$ cat src/logic/fm_config.svh
`ifndef FM_CONFIG_SVH
`define FM_CONFIG_SVH

// Full output feature map
// Channel count
`define FM_N 4
// Rows per channel
`define FM_R 12
// Columns per row
`define FM_C 10

// Tile produced by one compute pass
// Channels per tile
`define FM_TN 2
// Rows per tile
`define FM_TR 4
// Columns per tile
`define FM_TC 4

// Data word width
`define FM_DW 16

// RAM address width, enough for N*R*C = 480 words
`define FM_AW 9

// Output FIFO holds exactly one tile
`define FM_FIFO_DEPTH 32

`endif

$ cat src/logic/fm_pkg.sv
`default_nettype none

`include "fm_config.svh"

package fm_pkg;

    // One feature-map word
    typedef logic [`FM_DW-1:0] fm_word_t;

    // RAM address, also used for tile coordinates and counters
    typedef logic [`FM_AW-1:0] fm_addr_t;

    // Mover FSM
    typedef enum logic [1:0] {
        // Waiting for start
        MOVER_IDLE,
        // Popping FIFO and walking the tile
        MOVER_MOVE,
        // Last write in flight
        MOVER_DRAIN
    } mover_state_t;

endpackage

`default_nettype wire

$ cat src/logic/sync_fifo.sv
`default_nettype none

`include "fm_config.svh"

module sync_fifo #(
    parameter int DEPTH = `FM_FIFO_DEPTH
) (
    input  logic             clk,
    input  logic             rst,
    // Write side
    input  logic             push,
    input  fm_pkg::fm_word_t push_data,
    // Read side, data shows one cycle after pop
    input  logic             pop,
    output fm_pkg::fm_word_t rd_data,
    // Fill levels
    output logic             full,
    output logic             empty
);
    import fm_pkg::*;

    localparam int PW = (DEPTH > 1) ? $clog2(DEPTH) : 1;

    // Storage
    fm_word_t       mem [DEPTH];

    logic [PW-1:0]  wr_ptr;
    logic [PW-1:0]  rd_ptr;
    // Occupancy, one bit wider than the pointers
    logic [PW:0]    count;

    logic           do_push;
    logic           do_pop;

    assign full  = (count == (PW+1)'(DEPTH));
    assign empty = (count == '0);

    // Push while full is dropped
    assign do_push = push && !full;
    // Pop while empty is ignored
    assign do_pop  = pop && !empty;

    // Pointer and count control
    always_ff @(posedge clk or posedge rst) begin
        if (rst) begin
            wr_ptr <= '0;
            rd_ptr <= '0;
            count  <= '0;
        end else begin
            if (do_push) begin
                wr_ptr <= (wr_ptr == PW'(DEPTH - 1)) ? '0 : wr_ptr + 1'b1;
            end
            if (do_pop) begin
                rd_ptr <= (rd_ptr == PW'(DEPTH - 1)) ? '0 : rd_ptr + 1'b1;
            end
            unique case ({do_push, do_pop})
                2'b10:   count <= count + 1'b1;
                2'b01:   count <= count - 1'b1;
                default: count <= count;
            endcase
        end
    end

    // Buffer write
    always_ff @(posedge clk) begin
        if (do_push) begin
            mem[wr_ptr] <= push_data;
        end
    end

    // Registered read data
    always_ff @(posedge clk) begin
        if (do_pop) begin
            rd_data <= mem[rd_ptr];
        end
    end

    // Occupancy never above DEPTH
    a_no_overflow: assert property (@(posedge clk) disable iff (rst)
        count <= (PW+1)'(DEPTH));

    // Full and not popped stays full
    a_full_hold: assert property (@(posedge clk) disable iff (rst)
        full && !do_pop |=> full);

    // Empty and not pushed stays empty, so count cannot wrap below zero
    a_no_underflow: assert property (@(posedge clk) disable iff (rst)
        empty && !do_push |=> empty);

endmodule

`default_nettype wire

$ cat config.mk
export PLATFORM = sky130hd
export DESIGN_NAME = sync_fifo
export DESIGN_NICKNAME = d
export VERILOG_FILES = /design/src/logic/fm_pkg.sv /design/src/logic/sync_fifo.sv
export VERILOG_INCLUDE_DIRS = /design/src /design/src/logic
export SDC_FILE = /design/constraint.sdc
export NUM_CORES = 1
export LEC_CHECK = 0
export BUFFER_PORTS_ARGS = -buffer_cell sky130_fd_sc_hd__buf_4
export CAP_MARGIN = 15
export CORE_MARGIN = 3
export CORE_UTILIZATION = 35
export CTS_CLUSTER_SIZE = 10
export DETAILED_ROUTE_END_ITERATION = 16
export SYNTH_ARGS = -nofsm -noshare
export SYNTH_HDL_FRONTEND = slang
export SYNTH_SLANG_ARGS = --single-unit
$ cat constraint.sdc
create_clock -name clk -period 9.9 [get_ports clk]
set_clock_uncertainty 0.05 [all_clocks]
set_input_delay 0.495 -clock clk [delete_from_list [all_inputs] [get_ports clk]]
set_output_delay 0.495 -clock clk [all_outputs]
set_load 0.02 [all_outputs]
==> out/results.ini, run 1 <==
[outcome]
status=complete, no violations

[route]
ant_nets=0
drt-initial-drc-count=868
drc=0
firstDrtPassIters=7
avgRoutedWirePerCell_um=25.96
via_count=10190
vias_per_cell=5.418
routed_wl_um=48830

[place]
place_inst=1803
gp_congestion=0.7487
portBuffers=37
hpwl_um=27290
dpl_worst_slack_ps=5718

[logic_synthesis]
synth_simple_gate_area_share_pct=1.933
synth_ff_type=edfxtp_1
synth.ff_latch_count=544
synth-compound-area-share_pct=4.803
synthMuxAreaShare_pct=13.60
ys_types=57
yosys.area_share.xor_xnor_pct=0.1238
synth_top_family_by_area=multiplexers
synthAdderAreaFrac_pct=0.8015
ys_warn_count=0
syn_area_per_cell_um2=21.10
synth_edf_count=528
syn_inst=1006
synth.yosys.seq_area_share_pct=76.56
syn_area_mm2=0.02123
synthArstFlopShare_pct=2.941
synth_nets=1039

[final_layout]
drive_gt1_share_pct=22.31
nets=1126
final_util_pct=40.39
area_growth_syn_to_layout_pct=13.14
finalNonFillerCells=1881

[worst_setup_path]
cp_cell_sequence=buf_4 > buf_4 > mux4_2 > a2111oi_1 > a21oi_1
crit_slowest_cell=buf_4
cp_common_cell=buf_4
path_delay_family=buffers and inverters
reg2regPathDepth=5
critical_path_peak_fanout=51
crit_type=register to register
max_stage_delay_ps=840
cp_num_cells=5
required_ps=10170
arrival_ps=4310
critPathBufInv=2
setup.worst_path.start_class=register
end_kind=register

[global_routing]
grt_pass1_wl_um=71560
overflow=0
grt_max_degree=53
grt_pass1_vias=10340
antenna_found_initial=3
track_usage_pct=15.42

[floorplan]
io_pins=38
die_w_um=252.3
dieArea_mm2=0.06365
dieHeight_um=252.3
rows=89
start_util_pct=35.70
coreArea_mm2=0.05946

[timing]
period_share_pct=40.80
hold_viol_final=0
finalMaxSlewViolations=0
worst_slack_ps=5861
rsz0062_at_grt=false
fin_setup_tns_ps=0
max_freq_mhz=247.6
worst_pin_slew_ps=1096
slew_headroom_pct=26.79
finalCriticalPeriod_ps=4039
finalSetupViolCount=0

[cts]
cts_tree=done
clockBufferDepth=3
root_buffer=clkbuf_16
cts_buffers=60
cts.sinks=544
postCtsSetupBuffers=0
ctsResizeCount=0
cts_hold_buf=1
htree_levels=2
clk_pin_slew_worst_paths_ps=60
clk_latency_ps=620

[power_and_ir_drop]
p_int_mw=4.529
power_frac_comb_pct=26.5
p_per_area_mw_per_mm2=271.9
ir_drop_mv=0.1482
seqPwrFrac_pct=44.0
swShare_pct=30.65
p_sw_mw=2.002
clock_power_share_pct=29.5
leakage_nw=7.715

[worst_hold_path]
holdPathStages=4
hold_path.class=input port to register

[run]
drv_cap=0

==> sequential cells by signal (all words and copies together) (netlist names) <==
name	flops
count	6
mem	512
rd_data	16
rd_ptr	5
wr_ptr	5
==> placed cells by master, fill, tap and decap left out, types with 16 or more instances in the layout <==
cell and n:
buf_4 78, edfxtp_1 528, a21oi_1 30, clkbuf_16 61
mux2i_1 66, a22o_1 16, o221ai_1 16, a22oi_1 16
mux4_2 85, nor2_1 36
==> logic make-up after synthesis <==
family / after synthesis
flip-flops: 544
multiplexers: 164
AO/OA/AOI/OAI: 134
XOR/XNOR: 3
buffers and inverters: 65
adder cells (fa/ha/maj): 13
AND/OR/NAND/NOR: 83
==> tightest hold or removal path: stages <==
cell     delay, ps
buf_4          100
o31ai_4        100
nand2_1         80
o21ai_0         70
==> synthesized netlist by cell type, types with 5 or more instances <==
library cell / n / area (um2)
edfxtp_1: 528 / 15860
mux4_2: 85 / 1914
mux2i_1: 66 / 660.6
nor2_1: 38 / 142.6
a21oi_1: 30 / 150.1
a22o_1: 16 / 140.1
a22oi_1: 16 / 120.1
dfrtp_1: 16 / 400.4
o221ai_1: 16 / 140.1
buf_2: 15 / 75.07
o22ai_1: 15 / 93.84
nand2_1: 13 / 48.80
ha_1: 12 / 150.1
buf_6: 11 / 123.9
mux4_1: 11 / 289.0
clkbuf_1: 10 / 37.54
inv_1: 10 / 37.54
o21ai_0: 9 / 45.04
a2111oi_1: 6 / 60.06
a2111oi_2: 6 / 90.09
nand3b_1: 5 / 37.54
==> metrics by stage <==
step | power (mW) | hold slack, ps | cell area [um2]
3_3_place_gp | 4.648 | 455.1 | 22390
3_5_place_dp | 4.674 | 473.4 | 22390
6_report | 6.531 | 222.1 | 24020
2_1_floorplan | 4.094 | 358.7 | 21230
4_1_cts | 6.599 | 201.3 | 24020
5_1_grt | 6.803 | 238.5 | 24020
==> routing by layer <==
layer  track usage (%)  share of wire [%]  up-vias  routed length (um)
met4             3.823                1.8        0                 890
met1             22.22                 45     5429               21750
met5                 0                  0        -                   0
met3             3.159                6.9       60                3372
li1                  -                  -     4381                   -
met2             24.18                 47      321               22810
==> layout make-up <==
class	instances	area [um2]
Antenna cell	1	2.502
Clock buffer	73	1572
Clock inverter	3	51.30
Fill cell	5251	35440
Inverter	11	42.54
Multi-Input combinational cell	397	4526
Sequential cell	544	16260
Tap cell	773	967.2
Timing Repair Buffer	79	595.6
==> power groups by stage <==
| stage | registers [mW] | clock network [mW] | logic [mW] |
|---|---|---|---|
| floorplan | 2.88 | 0 | 1.22 |
| global placement | 2.92 | 0 | 1.73 |
| detailed placement | 2.93 | 0 | 1.75 |
| CTS | 2.88 | 1.97 | 1.75 |
| global route | 2.89 | 2.06 | 1.85 |
| finish | 2.88 | 1.93 | 1.73 |
==> worst paths after layout <==
check	start	endpoint	slack [ps]
max	rd_ptr[0]	rd_data[9]	5860
min	pop	rd_ptr[0]	220
max reg2reg	rd_ptr[0]	rd_data[9]	5860
min reg2reg	count[3]	count[3]	470
max in group asynchronous	rst	rd_ptr[0]	8810
min in group asynchronous	rst	count[5]	490
Power figures use the tool's default switching activity.
==> run 2, diff against run 1 <==
==> constraint.sdc (replaced) <==
create_clock -name clk -period 3.3 [get_ports clk]
set_clock_uncertainty 0.05 [all_clocks]
set_input_delay 0.165 -clock clk [delete_from_list [all_inputs] [get_ports clk]]
set_output_delay 0.165 -clock clk [all_outputs]
set_load 0.02 [all_outputs]
==> run 2 against run 1 <==
Clock power grew to 3.0 times the previous value. Total power grew to 3.1 times the previous value. First-iteration DRC count grew 1.2%. Non-clock buffer count grew 47. Final cell count grew 3.3%. Die area is the same. Global-route usage shrank 0.27 points. Critical path type unchanged. Critical endpoint is now count[5]. Largest cell class unchanged.
==> out/results.ini, run 2 (synthesis gave the netlist of run 1 again) <==
[floorplan]
dieHeight_um=252.3
start_util_pct=35.70
io_pins=38
dieArea_mm2=0.06365
rows=89
coreArea_mm2=0.05946
die_w_um=252.3

[timing]
finalMaxSlewViolations=0
finalSetupViolCount=0
rsz0062_at_grt=false
fin_setup_tns_ps=0
finalCriticalPeriod_ps=3121
worst_pin_slew_ps=1128
worst_slack_ps=178.5
max_freq_mhz=320.4
period_share_pct=94.59
slew_headroom_pct=24.54
hold_viol_final=0

[place]
place_inst=1832
hpwl_um=27830
gp_congestion=0.7457
portBuffers=37
dpl_worst_slack_ps=210.9

[worst_setup_path]
arrival_ps=3560
required_ps=3740
crit_slowest_cell=or4_4
cp_common_cell=ha_1
r2r_setup_slack_ps=180
reg2regPathDepth=9
crit_type=register to register
critical_path_peak_fanout=9
critPathBufInv=1
max_stage_delay_ps=580
cp_cell_sequence=or4_4 > o31a_1 > clkinv_2 > ha_1 > ha_1 > a211oi_1 > nor2_1 > a311o_1 > xnor2_1
r2r_end=count[5]
worstReg2RegStart=count[2]
end_kind=register
path_delay_family=compound AO/OA/AOI/OAI gates
setup.worst_path.start_class=register

[run]
drv_cap=0

[route]
firstDrtPassIters=5
drc=0
routed_wl_um=47770
drt-initial-drc-count=878
ant_nets=0
vias_per_cell=5.343
via_count=10380
avgRoutedWirePerCell_um=24.59

[global_routing]
overflow=0
grt_max_degree=33
track_usage_pct=15.15
grt_pass1_wl_um=70640
grt_pass1_vias=10580
antenna_found_initial=1

[cts]
postCtsSetupBuffers=0
cts.sinks=544
htree_levels=2
clockBufferDepth=3
root_buffer=clkbuf_16
cts_buffers=60
cts_tree=done
clk_latency_ps=600
clk_pin_slew_worst_paths_ps=50

[power_and_ir_drop]
leakage_nw=7.956
ir_drop_mv=0.3793
p_per_area_mw_per_mm2=813.5

[final_layout]
drive_gt1_share_pct=23.50
area_growth_syn_to_layout_pct=15.43
final_cell_mix=edfxtp_1, buf_4, mux4_2
finalNonFillerCells=1943
reg_top3=mem: 512 flops, rd_data: 16 flops, count: 6 flops
largest_register_ffs=512
layout_commonest_cell=edfxtp_1
top_register=mem
final_util_pct=41.22
nets=1173
antenna_cells=0

[outcome]
status=complete, no violations

[worst_hold_path]
hold_path.class=input port to asynchronous set/reset pin

run 2: per-stage QoR:
| step | area, um2 | hold slack, ps | power, mW |
|---|---|---|---|
| floorplan | 21230 | 28.74 | 12.28 |
| global placement | 22680 | 245.4 | 14.31 |
| detailed placement | 22680 | 248.4 | 14.38 |
| CTS | 24510 | 143.0 | 20.18 |
| global route | 24510 | 210.5 | 20.79 |
| finish | 24510 | 157.9 | 19.94 |
run 2: layout make-up:
class / instances / area, um2
clock buffer: 90 / 1614
fill: 5242 / 34960
sequential: 544 / 16270
multi-input combinational: 397 / 4526
tap: 773 / 967.2
inverter: 11 / 42.54
clock inverter: 2 / 25.02
timing repair buffer: 126 / 1069
run 2: metal layers:
metal	GRT usage (%)	part of all wire, %
met1	21.21	43
met2	23.96	47
met3	2.830	6.4
met4	5.208	2.8
met5	0	0
run 2: worst min-delay path: cells and delay by family:
family	cells	cell delay, ps
buf+inv	3	1130
run 2: what timing repair did:
item | 4_1_cts | 5_1_grt
resized for setup | 0 | 0
hold endpoints to repair | 534 | 0
hold buffers | 19 | 0
setup endpoints to repair | 0 | 0
run 2: worst max-delay path by stage:
stage	start	to	slack [ps]	cells past startpoint
2_1_floorplan	count[2]	count[5]	70	9
3_3_place_gp	count[2]	count[5]	280	9
3_5_place_dp	count[2]	count[5]	210	9
4_1_cts	count[2]	count[5]	190	9
5_1_grt	count[2]	count[5]	60	9
6_report	count[2]	count[5]	180	9
run 2: where the power goes:
group          internal [mW]  leakage (nW)  switching (mW)
clock network           3.31         0.786            2.44
logic                   2.40          2.22            3.12
registers               8.21          4.95           0.451
