**src/logic/fm_config.svh**
```systemverilog
`ifndef FM_CONFIG_SVH
`define FM_CONFIG_SVH

// Full output feature map
// Channel count
`define FM_N 4
// Rows per channel
`define FM_R 12
// Columns per row
`define FM_C 10

// Tile produced by one compute pass
// Channels per tile
`define FM_TN 2
// Rows per tile
`define FM_TR 4
// Columns per tile
`define FM_TC 4

// Data word width
`define FM_DW 16

// RAM address width, enough for N*R*C = 480 words
`define FM_AW 9

// Output FIFO holds exactly one tile
`define FM_FIFO_DEPTH 32

`endif

```
**src/logic/fm_pkg.sv**
```systemverilog
`default_nettype none

`include "fm_config.svh"

package fm_pkg;

    // One feature-map word
    typedef logic [`FM_DW-1:0] fm_word_t;

    // RAM address, also used for tile coordinates and counters
    typedef logic [`FM_AW-1:0] fm_addr_t;

    // Mover FSM
    typedef enum logic [1:0] {
        // Waiting for start
        MOVER_IDLE,
        // Popping FIFO and walking the tile
        MOVER_MOVE,
        // Last write in flight
        MOVER_DRAIN
    } mover_state_t;

endpackage

`default_nettype wire

```
**src/logic/fifo_to_ram.sv**
```systemverilog
`default_nettype none

`include "fm_config.svh"

module fifo_to_ram (
    input  logic             clk,
    input  logic             rst,
    // Transfer control
    input  logic             start,
    output logic             busy,
    output logic             done,
    // FIFO side
    output logic             fifo_pop,
    input  logic             fifo_empty,
    input  fm_pkg::fm_word_t data_from_fifo,
    // RAM write side
    output logic             ram_wena,
    output fm_pkg::fm_addr_t ram_addr,
    output fm_pkg::fm_word_t data_to_ram,
    // Tile origin in the full map
    input  fm_pkg::fm_addr_t tile_base_n,
    input  fm_pkg::fm_addr_t tile_base_row,
    input  fm_pkg::fm_addr_t tile_base_col
);
    import fm_pkg::*;

    // Words per channel plane
    localparam int MAP_RC = `FM_R * `FM_C;

    mover_state_t state;

    // Bases held for the whole tile
    fm_addr_t     base_n;
    fm_addr_t     base_row;
    fm_addr_t     base_col;

    // Tile-local coordinates
    fm_addr_t     tc;
    fm_addr_t     tr;
    fm_addr_t     tn;
    logic         cnt_last;

    // Map coordinates of the current word
    fm_addr_t     pos_n;
    fm_addr_t     pos_row;
    fm_addr_t     pos_col;
    logic         legal;
    fm_addr_t     addr_calc;

    assign busy = (state != MOVER_IDLE);

    // Pop whenever a word is waiting during the move
    assign fifo_pop = (state == MOVER_MOVE) && !fifo_empty;

    // Column fastest, channel slowest
    nest3_counter #(
        .N0_MAX (`FM_TC),
        .N1_MAX (`FM_TR),
        .N2_MAX (`FM_TN)
    ) u_cnt (
        .clk  (clk),
        .rst  (rst),
        .ena  (fifo_pop),
        .cnt0 (tc),
        .cnt1 (tr),
        .cnt2 (tn),
        .last (cnt_last)
    );

    assign pos_n   = base_n + tn;
    assign pos_row = base_row + tr;
    assign pos_col = base_col + tc;

    // Edge tiles hang past the map, those words are dropped
    assign legal = (pos_n < fm_addr_t'(`FM_N)) && (pos_row < fm_addr_t'(`FM_R)) &&
                   (pos_col < fm_addr_t'(`FM_C));

    // Linear address, only meaningful when legal
    assign addr_calc = fm_addr_t'(pos_n * MAP_RC + pos_row * `FM_C + pos_col);

    // FSM and done pulse
    always_ff @(posedge clk or posedge rst) begin
        if (rst) begin
            state <= MOVER_IDLE;
            done  <= 1'b0;
        end else begin
            done <= (state == MOVER_DRAIN);
            unique case (state)
                MOVER_IDLE:  if (start) state <= MOVER_MOVE;
                MOVER_MOVE:  if (fifo_pop && cnt_last) state <= MOVER_DRAIN;
                MOVER_DRAIN: state <= MOVER_IDLE;
                default:     state <= MOVER_IDLE;
            endcase
        end
    end

    // Latch bases on an accepted start
    always_ff @(posedge clk) begin
        if (state == MOVER_IDLE && start) begin
            base_n   <= tile_base_n;
            base_row <= tile_base_row;
            base_col <= tile_base_col;
        end
    end

    // Write strobe lines up with FIFO read latency
    always_ff @(posedge clk or posedge rst) begin
        if (rst) begin
            ram_wena <= 1'b0;
        end else begin
            ram_wena <= fifo_pop && legal;
        end
    end

    // Address registered alongside the pop
    always_ff @(posedge clk) begin
        if (fifo_pop) begin
            ram_addr <= addr_calc;
        end
    end

    // FIFO word arrives in the write cycle
    assign data_to_ram = data_from_fifo;

    a_pop_not_empty: assert property (@(posedge clk) disable iff (rst)
        fifo_pop |-> !fifo_empty);

    // Done only on the DRAIN to IDLE step
    a_done_step: assert property (@(posedge clk) disable iff (rst)
        done |-> ($past(state) == MOVER_DRAIN) && (state == MOVER_IDLE));

    // Counters rest at zero between tiles, so every tile starts at word 0
    a_idle_cnt_zero: assert property (@(posedge clk) disable iff (rst)
        (state == MOVER_IDLE) |-> (tc == '0) && (tr == '0) && (tn == '0));

endmodule

`default_nettype wire

```
**src/logic/nest3_counter.sv**
```systemverilog
`default_nettype none

module nest3_counter #(
    // Wrap points, each counter runs 0 .. MAX-1
    parameter int N0_MAX = 4,
    parameter int N1_MAX = 4,
    parameter int N2_MAX = 2
) (
    input  logic             clk,
    input  logic             rst,
    // Advance by one step
    input  logic             ena,
    // Fastest counter
    output fm_pkg::fm_addr_t cnt0,
    output fm_pkg::fm_addr_t cnt1,
    // Slowest counter
    output fm_pkg::fm_addr_t cnt2,
    // All counters at their top value
    output logic             last
);
    import fm_pkg::*;

    logic wrap0;
    logic wrap1;
    logic wrap2;

    // Top-value detect per level
    assign wrap0 = (cnt0 == fm_addr_t'(N0_MAX - 1));
    assign wrap1 = (cnt1 == fm_addr_t'(N1_MAX - 1));
    assign wrap2 = (cnt2 == fm_addr_t'(N2_MAX - 1));

    // Enabling step with last high is the final one
    assign last = wrap0 && wrap1 && wrap2;

    always_ff @(posedge clk or posedge rst) begin
        if (rst) begin
            cnt0 <= '0;
            cnt1 <= '0;
            cnt2 <= '0;
        end else if (ena) begin
            if (wrap0) begin
                cnt0 <= '0;
                // Carry into the middle level
                if (wrap1) begin
                    cnt1 <= '0;
                    // Outer level wraps too, so all return to zero
                    cnt2 <= wrap2 ? '0 : cnt2 + 1'b1;
                end else begin
                    cnt1 <= cnt1 + 1'b1;
                end
            end else begin
                cnt0 <= cnt0 + 1'b1;
            end
        end
    end

    // Every count stays inside its range
    a_cnt_bound: assert property (@(posedge clk) disable iff (rst)
        (cnt0 < fm_addr_t'(N0_MAX)) && (cnt1 < fm_addr_t'(N1_MAX)) &&
        (cnt2 < fm_addr_t'(N2_MAX)));

endmodule

`default_nettype wire

```
**config.mk**
```make
export PLATFORM = sky130hd
export DESIGN_NAME = fifo_to_ram
export DESIGN_NICKNAME = d
export VERILOG_FILES = /design/src/logic/fm_pkg.sv /design/src/logic/fifo_to_ram.sv /design/src/logic/nest3_counter.sv
export VERILOG_INCLUDE_DIRS = /design/src /design/src/logic
export SDC_FILE = /design/constraint.sdc
export NUM_CORES = 1
export LEC_CHECK = 0
export BUFFER_PORTS_ARGS = -buffer_cell sky130_fd_sc_hd__buf_2
export CORE_MARGIN = 2
export CORE_UTILIZATION = 45
export DETAILED_ROUTE_END_ITERATION = 7
export PLACE_DENSITY_LB_ADDON = 0.15
export SLEW_MARGIN = 20
export SYNTH_ARGS = -nofsm -noshare
export SYNTH_HDL_FRONTEND = slang
export SYNTH_HIERARCHICAL = 1
export SYNTH_SLANG_ARGS = --single-unit
```
**constraint.sdc**
```tcl
create_clock -name clk -period 6.2 [get_ports clk]
set_input_delay 1.24 -clock clk [delete_from_list [all_inputs] [get_ports clk]]
set_output_delay 1.24 -clock clk [all_outputs]
set_load 0.02 [all_outputs]
```
==> results.md <==
Outcome:
- The run finished with clean final reports.

Die:
- The starting density of the core is 0.4669.
- The die area is 11060 µm².
- Pin placement for this block handled 76 I/O pins.
- The width of the chip is 105.2 µm.
- From bottom edge to top edge, the die measures 105.2 µm.
- The number of placement rows is 36.
- In this run the standard cell core region covers 9864 µm².

Route:
- The post-route DRC violation count is 0.
- After detailed routing, the total wire length is around 8500 µm.
- The routed layout has 3031 vias.
- In the routed layout, each cell is associated on average with a via count of 5.120.
- The routed length per instance is approximately 14 µm.
- The count of nets left with antenna violations after detail routing is 0.
- The first TritonRoute pass finished after 4 iterations.
- For this block, the initial DRC count from the detailed router was 116.

Global routing:
- The number of global-route vias before repair was 2994.
- The total global routing track utilization is 0.1689.
- Summed over all layers, the global routing overflow is 0.
- The first global-routing pass estimated between 10000 and 15000 µm of wire.
- The number of antenna violations at the first check in global routing came to 0.
- Entering global routing, the biggest net connects 28 pins.

Setup path:
- The peak fanout along the critical path is 6.
- The number of cells on the worst reg-to-reg path is 18.
- For the worst setup path, the data required time is 6.30 ns.
- The end of the worst register-to-register path is ram_addr[8].
- The kind of end point of the critical path is a flip-flop.
- The startpoint identified for the worst register-to-register timing path is u_cnt/cnt2[0].
- The internal reg-to-reg setup slack is 1.21 ns.
- The worst setup path category is reg2reg.
- The data arrival at the endpoint of the critical path is between 5 and 6 ns.
- The worst setup path is launched from a flip-flop.

Final layout:
- The antenna diode count is 0.
- The net total in the final layout is 566.
- The signed area change from the synthesized netlist to the final layout is 10.02%.
- The count of filler cells inserted in the layout is 869.
- Of the cells placed in the final design, the portion with a size suffix greater than 1 is 0.1634.
- The count of placed standard cells in the final layout, fillers left out is 592.

Place:
- The congestion estimate from routability-driven global placement came to between 0.8 and 0.9.
- The placed wire-length estimate after detailed placement is 6699 µm.
- After detailed placement, the design holds a cell count of 576.
- Port buffering added 43 buffers.

Timing:
- The accumulated negative setup slack is 0 ns.
- For the pin with the worst max-slew slack, the measured transition is 0.5863 ns.
- The routed design could run at a clock period as short as 4.995 ns.
- In the finished design, the share of the clock period the worst path needs comes to 0.8056.
- The maximum clock frequency is 200.2 MHz.
- Setup repair after global routing left no endpoint under its margin.
- The final-report hold violation count is 0.
- Across all hold checks on the routed design, the worst slack comes to 0.4619 ns.
- Between clock sinks in the finished design, the worst skew comes to roughly 0.008 ns.
- In this run the tightest slew margin relative to its limit is 0.6085.
- The number of setup violations in the final report is 0.
- The max-slew violation total from the final report is 0.

Yosys:
- Counting flops with an async set or reset pin after synthesis yields a share of 0.4627.
- The average cell area after synthesis is around 11 µm².
- Summing every instance area after synthesis gives 4606 µm².
- The post-synthesis cell count is roughly 420.
- sky130_fd_sc_hd__edfxtp_1 takes more of the synthesized area than any other cell.
- The main flop type after synthesis is sky130_fd_sc_hd__edfxtp_1.
- By area the synthesized netlist is led by sky130_fd_sc_hd__edfxtp_1 23%, sky130_fd_sc_hd__dfrtp_1 17%, sky130_fd_sc_hd__ha_1 14%.
- The post-synthesis sequential area ratio is 0.4032.
- The share of synthesized area in the top cell type comes to 0.2347.
- After synthesis the netlist holds a flip-flop and latch count of 67.
- In this run, synthesis inferred 36 flip-flops with an integrated enable.
- For this run, the number of Yosys warnings is 6.
- The count of different cell masters after synthesis is 46.
- The synthesized netlist net count is 530.

Min path:
- Along the worst hold path, the cell count comes to 1.
- The path class of the lowest-slack min-delay path is reg2reg.
- The path with the worst hold slack has its endpoint at done.
- The startpoint identified for the worst hold timing path is state[0].

Power:
- The overall power after layout is 2129 µW.
- The power per cell area is around 420 nW/µm².
- The leakage power is 0.002337 µW.
- The maximum resistive drop on vdd is approximately 0.26 mV.

Clocking:
- The tree built by TritonCTS fans out to 67 sinks.
- The insertion delay of the later-clocked pin in the worst-skew pair is 0.35 ns.
- TritonCTS built the clock tree.
- Buffers inserted during clock tree synthesis total 9.
- The post-CTS setup-driven buffer insertion count is 0.
- The H-tree was split into 3 levels.
- After clock tree synthesis, the clock-pin slew on the worst setup and hold paths is roughly 0.07 ns.
- The count of instances resized after the clock tree is built is 0.
- In this run, post-CTS hold repair placed 0 buffers.
- No sink is reached through more buffers than the 2 on the longest clock path.
- Clock tree synthesis selected as its root buffer the cell sky130_fd_sc_hd__clkbuf_8.

Flow run:
- The number of max-capacitance violations reported is 0.
-- cell usage in the layout (no fill, tap or decap), drive strengths merged, types with 5 or more instances in the layout --
cell / synthesis / routed
nor2: 22 / 22
a21o: 11 / 11
clkbuf: 1 / 10
and3: 5 / 5
o31ai: 6 / 6
nor4: 8 / 8
nand4: 8 / 8
dfrtp: 31 / 31
nor3: 8 / 8
a211oi: 5 / 5
xnor2: 34 / 34
inv: 38 / 39
nand3: 10 / 10
nand2: 22 / 22
edfxtp: 36 / 36
a21oi: 20 / 20
o21ai: 15 / 15
ha: 50 / 50
xor2: 21 / 21
fa: 15 / 15
buf: 19 / 45
-- kinds of logic after synthesis --
kind of cell,count (synthesis),synth area share
AND/OR/NAND/NOR,100,0.1214
AO/OA/AOI/OAI,72,0.09834
flip-flops,67,0.4032
adder cells (fa/ha/maj),65,0.2010
buffers and inverters,58,0.06112
XOR/XNOR,55,0.1127
multiplexers,1,0.002173
-- worst max-delay path, cell delays in order (launching register included) --
cell                      delay, ns
sky130_fd_sc_hd__dfrtp_1       0.44
sky130_fd_sc_hd__ha_1          0.23
sky130_fd_sc_hd__fa_1          0.44
sky130_fd_sc_hd__xor2_2        0.22
sky130_fd_sc_hd__fa_1          0.53
sky130_fd_sc_hd__inv_1         0.06
sky130_fd_sc_hd__fa_1          0.53
sky130_fd_sc_hd__inv_1         0.07
sky130_fd_sc_hd__fa_1          0.42
sky130_fd_sc_hd__xor2_1        0.16
sky130_fd_sc_hd__fa_1          0.41
sky130_fd_sc_hd__xnor2_1       0.15
sky130_fd_sc_hd__xnor2_1       0.14
sky130_fd_sc_hd__xnor2_1       0.26
sky130_fd_sc_hd__xnor2_2       0.15
sky130_fd_sc_hd__xnor2_1       0.15
sky130_fd_sc_hd__xnor2_1       0.15
sky130_fd_sc_hd__xnor2_1       0.15
sky130_fd_sc_hd__xnor2_1       0.10
-- metal layers --
layer,vias up,GRT usage,share of wire
met1,1400,0.2402,0.50
met4,0,0.07333,0.025
met5,-,0,0
li1,1539,-,-
met2,66,0.2519,0.43
met3,26,0.03057,0.042
-- how the worst max path moves through the flow --
| stage | start | cells after the start | endpoint | slack [ns] |
|---|---|---|---|---|
| after floorplan | u_cnt/cnt2[0] | 18 | ram_addr[8] | 1.41 |
| after global placement | u_cnt/cnt2[0] | 18 | ram_addr[8] | 1.32 |
| after detailed placement | u_cnt/cnt2[0] | 18 | ram_addr[8] | 1.21 |
| after CTS | u_cnt/cnt2[0] | 18 | ram_addr[8] | 1.19 |
| after global routing | u_cnt/cnt2[0] | 18 | ram_addr[8] | 0.90 |
| final | u_cnt/cnt2[0] | 18 | ram_addr[8] | 1.21 |
-- sequential cells by signal (all words and copies together), names as in the netlist --
register    cells
base_col        9
base_n          9
base_row        9
ram_addr        9
u_cnt/cnt0      9
u_cnt/cnt1      9
u_cnt/cnt2      9
state           2
done            1
ram_wena        1
-- stage by stage --
stage	setup WS [ns]	utilization	area [µm²]
CTS	1.193	0.5137	5067
finish	1.205	0.5137	5067
global route	0.9002	0.5137	5067
detailed placement	1.210	0.4933	4866
global placement	1.321	0.4933	4866
floorplan	1.411	-	4606
-- power breakdown --
| part | total [µW] | internal, µW | switching [µW] |
|---|---|---|---|
| combinational | 1110 | 523 | 586 |
| clock | 371 | 197 | 175 |
| sequential | 649 | 595 | 53.1 |
| total | 2130 | 1320 | 814 |
-- area by class of cell --
cell class,instances,area [µm²],area share
multi-input combinational,293,2470,0.4874
sequential,67,1857,0.3664
clock inverter,6,63.81,0.01259
inverter,38,142.6,0.02815
tap,133,166.4,0.03284
clock buffer,10,137.6,0.02716
timing repair buffer,45,230.2,0.04543
-- synthesized netlist by cell type, types with 2 or more instances --
cell type                  count
sky130_fd_sc_hd__a21boi_0      4
sky130_fd_sc_hd__o31ai_1       6
sky130_fd_sc_hd__buf_2         3
sky130_fd_sc_hd__nor4_1        7
sky130_fd_sc_hd__xnor2_1      30
sky130_fd_sc_hd__nand2_1      22
sky130_fd_sc_hd__nand3_1       9
sky130_fd_sc_hd__and3_1        4
sky130_fd_sc_hd__xor2_1       20
sky130_fd_sc_hd__a211oi_1      5
sky130_fd_sc_hd__ha_1         50
sky130_fd_sc_hd__nor2_1       22
sky130_fd_sc_hd__o21a_1        4
sky130_fd_sc_hd__o21bai_1      2
sky130_fd_sc_hd__a21o_1       10
sky130_fd_sc_hd__edfxtp_1     36
sky130_fd_sc_hd__buf_4        16
sky130_fd_sc_hd__nand4_1       8
sky130_fd_sc_hd__nand4b_1      3
sky130_fd_sc_hd__nor2b_1       3
sky130_fd_sc_hd__nand2b_1      3
sky130_fd_sc_hd__o21ai_0      15
sky130_fd_sc_hd__nor3_1        8
sky130_fd_sc_hd__a21oi_1      20
sky130_fd_sc_hd__inv_1        38
sky130_fd_sc_hd__o22ai_1       3
sky130_fd_sc_hd__fa_1         15
sky130_fd_sc_hd__dfrtp_1      31
sky130_fd_sc_hd__xnor2_2       4
(Power assumes the default switching activity.)
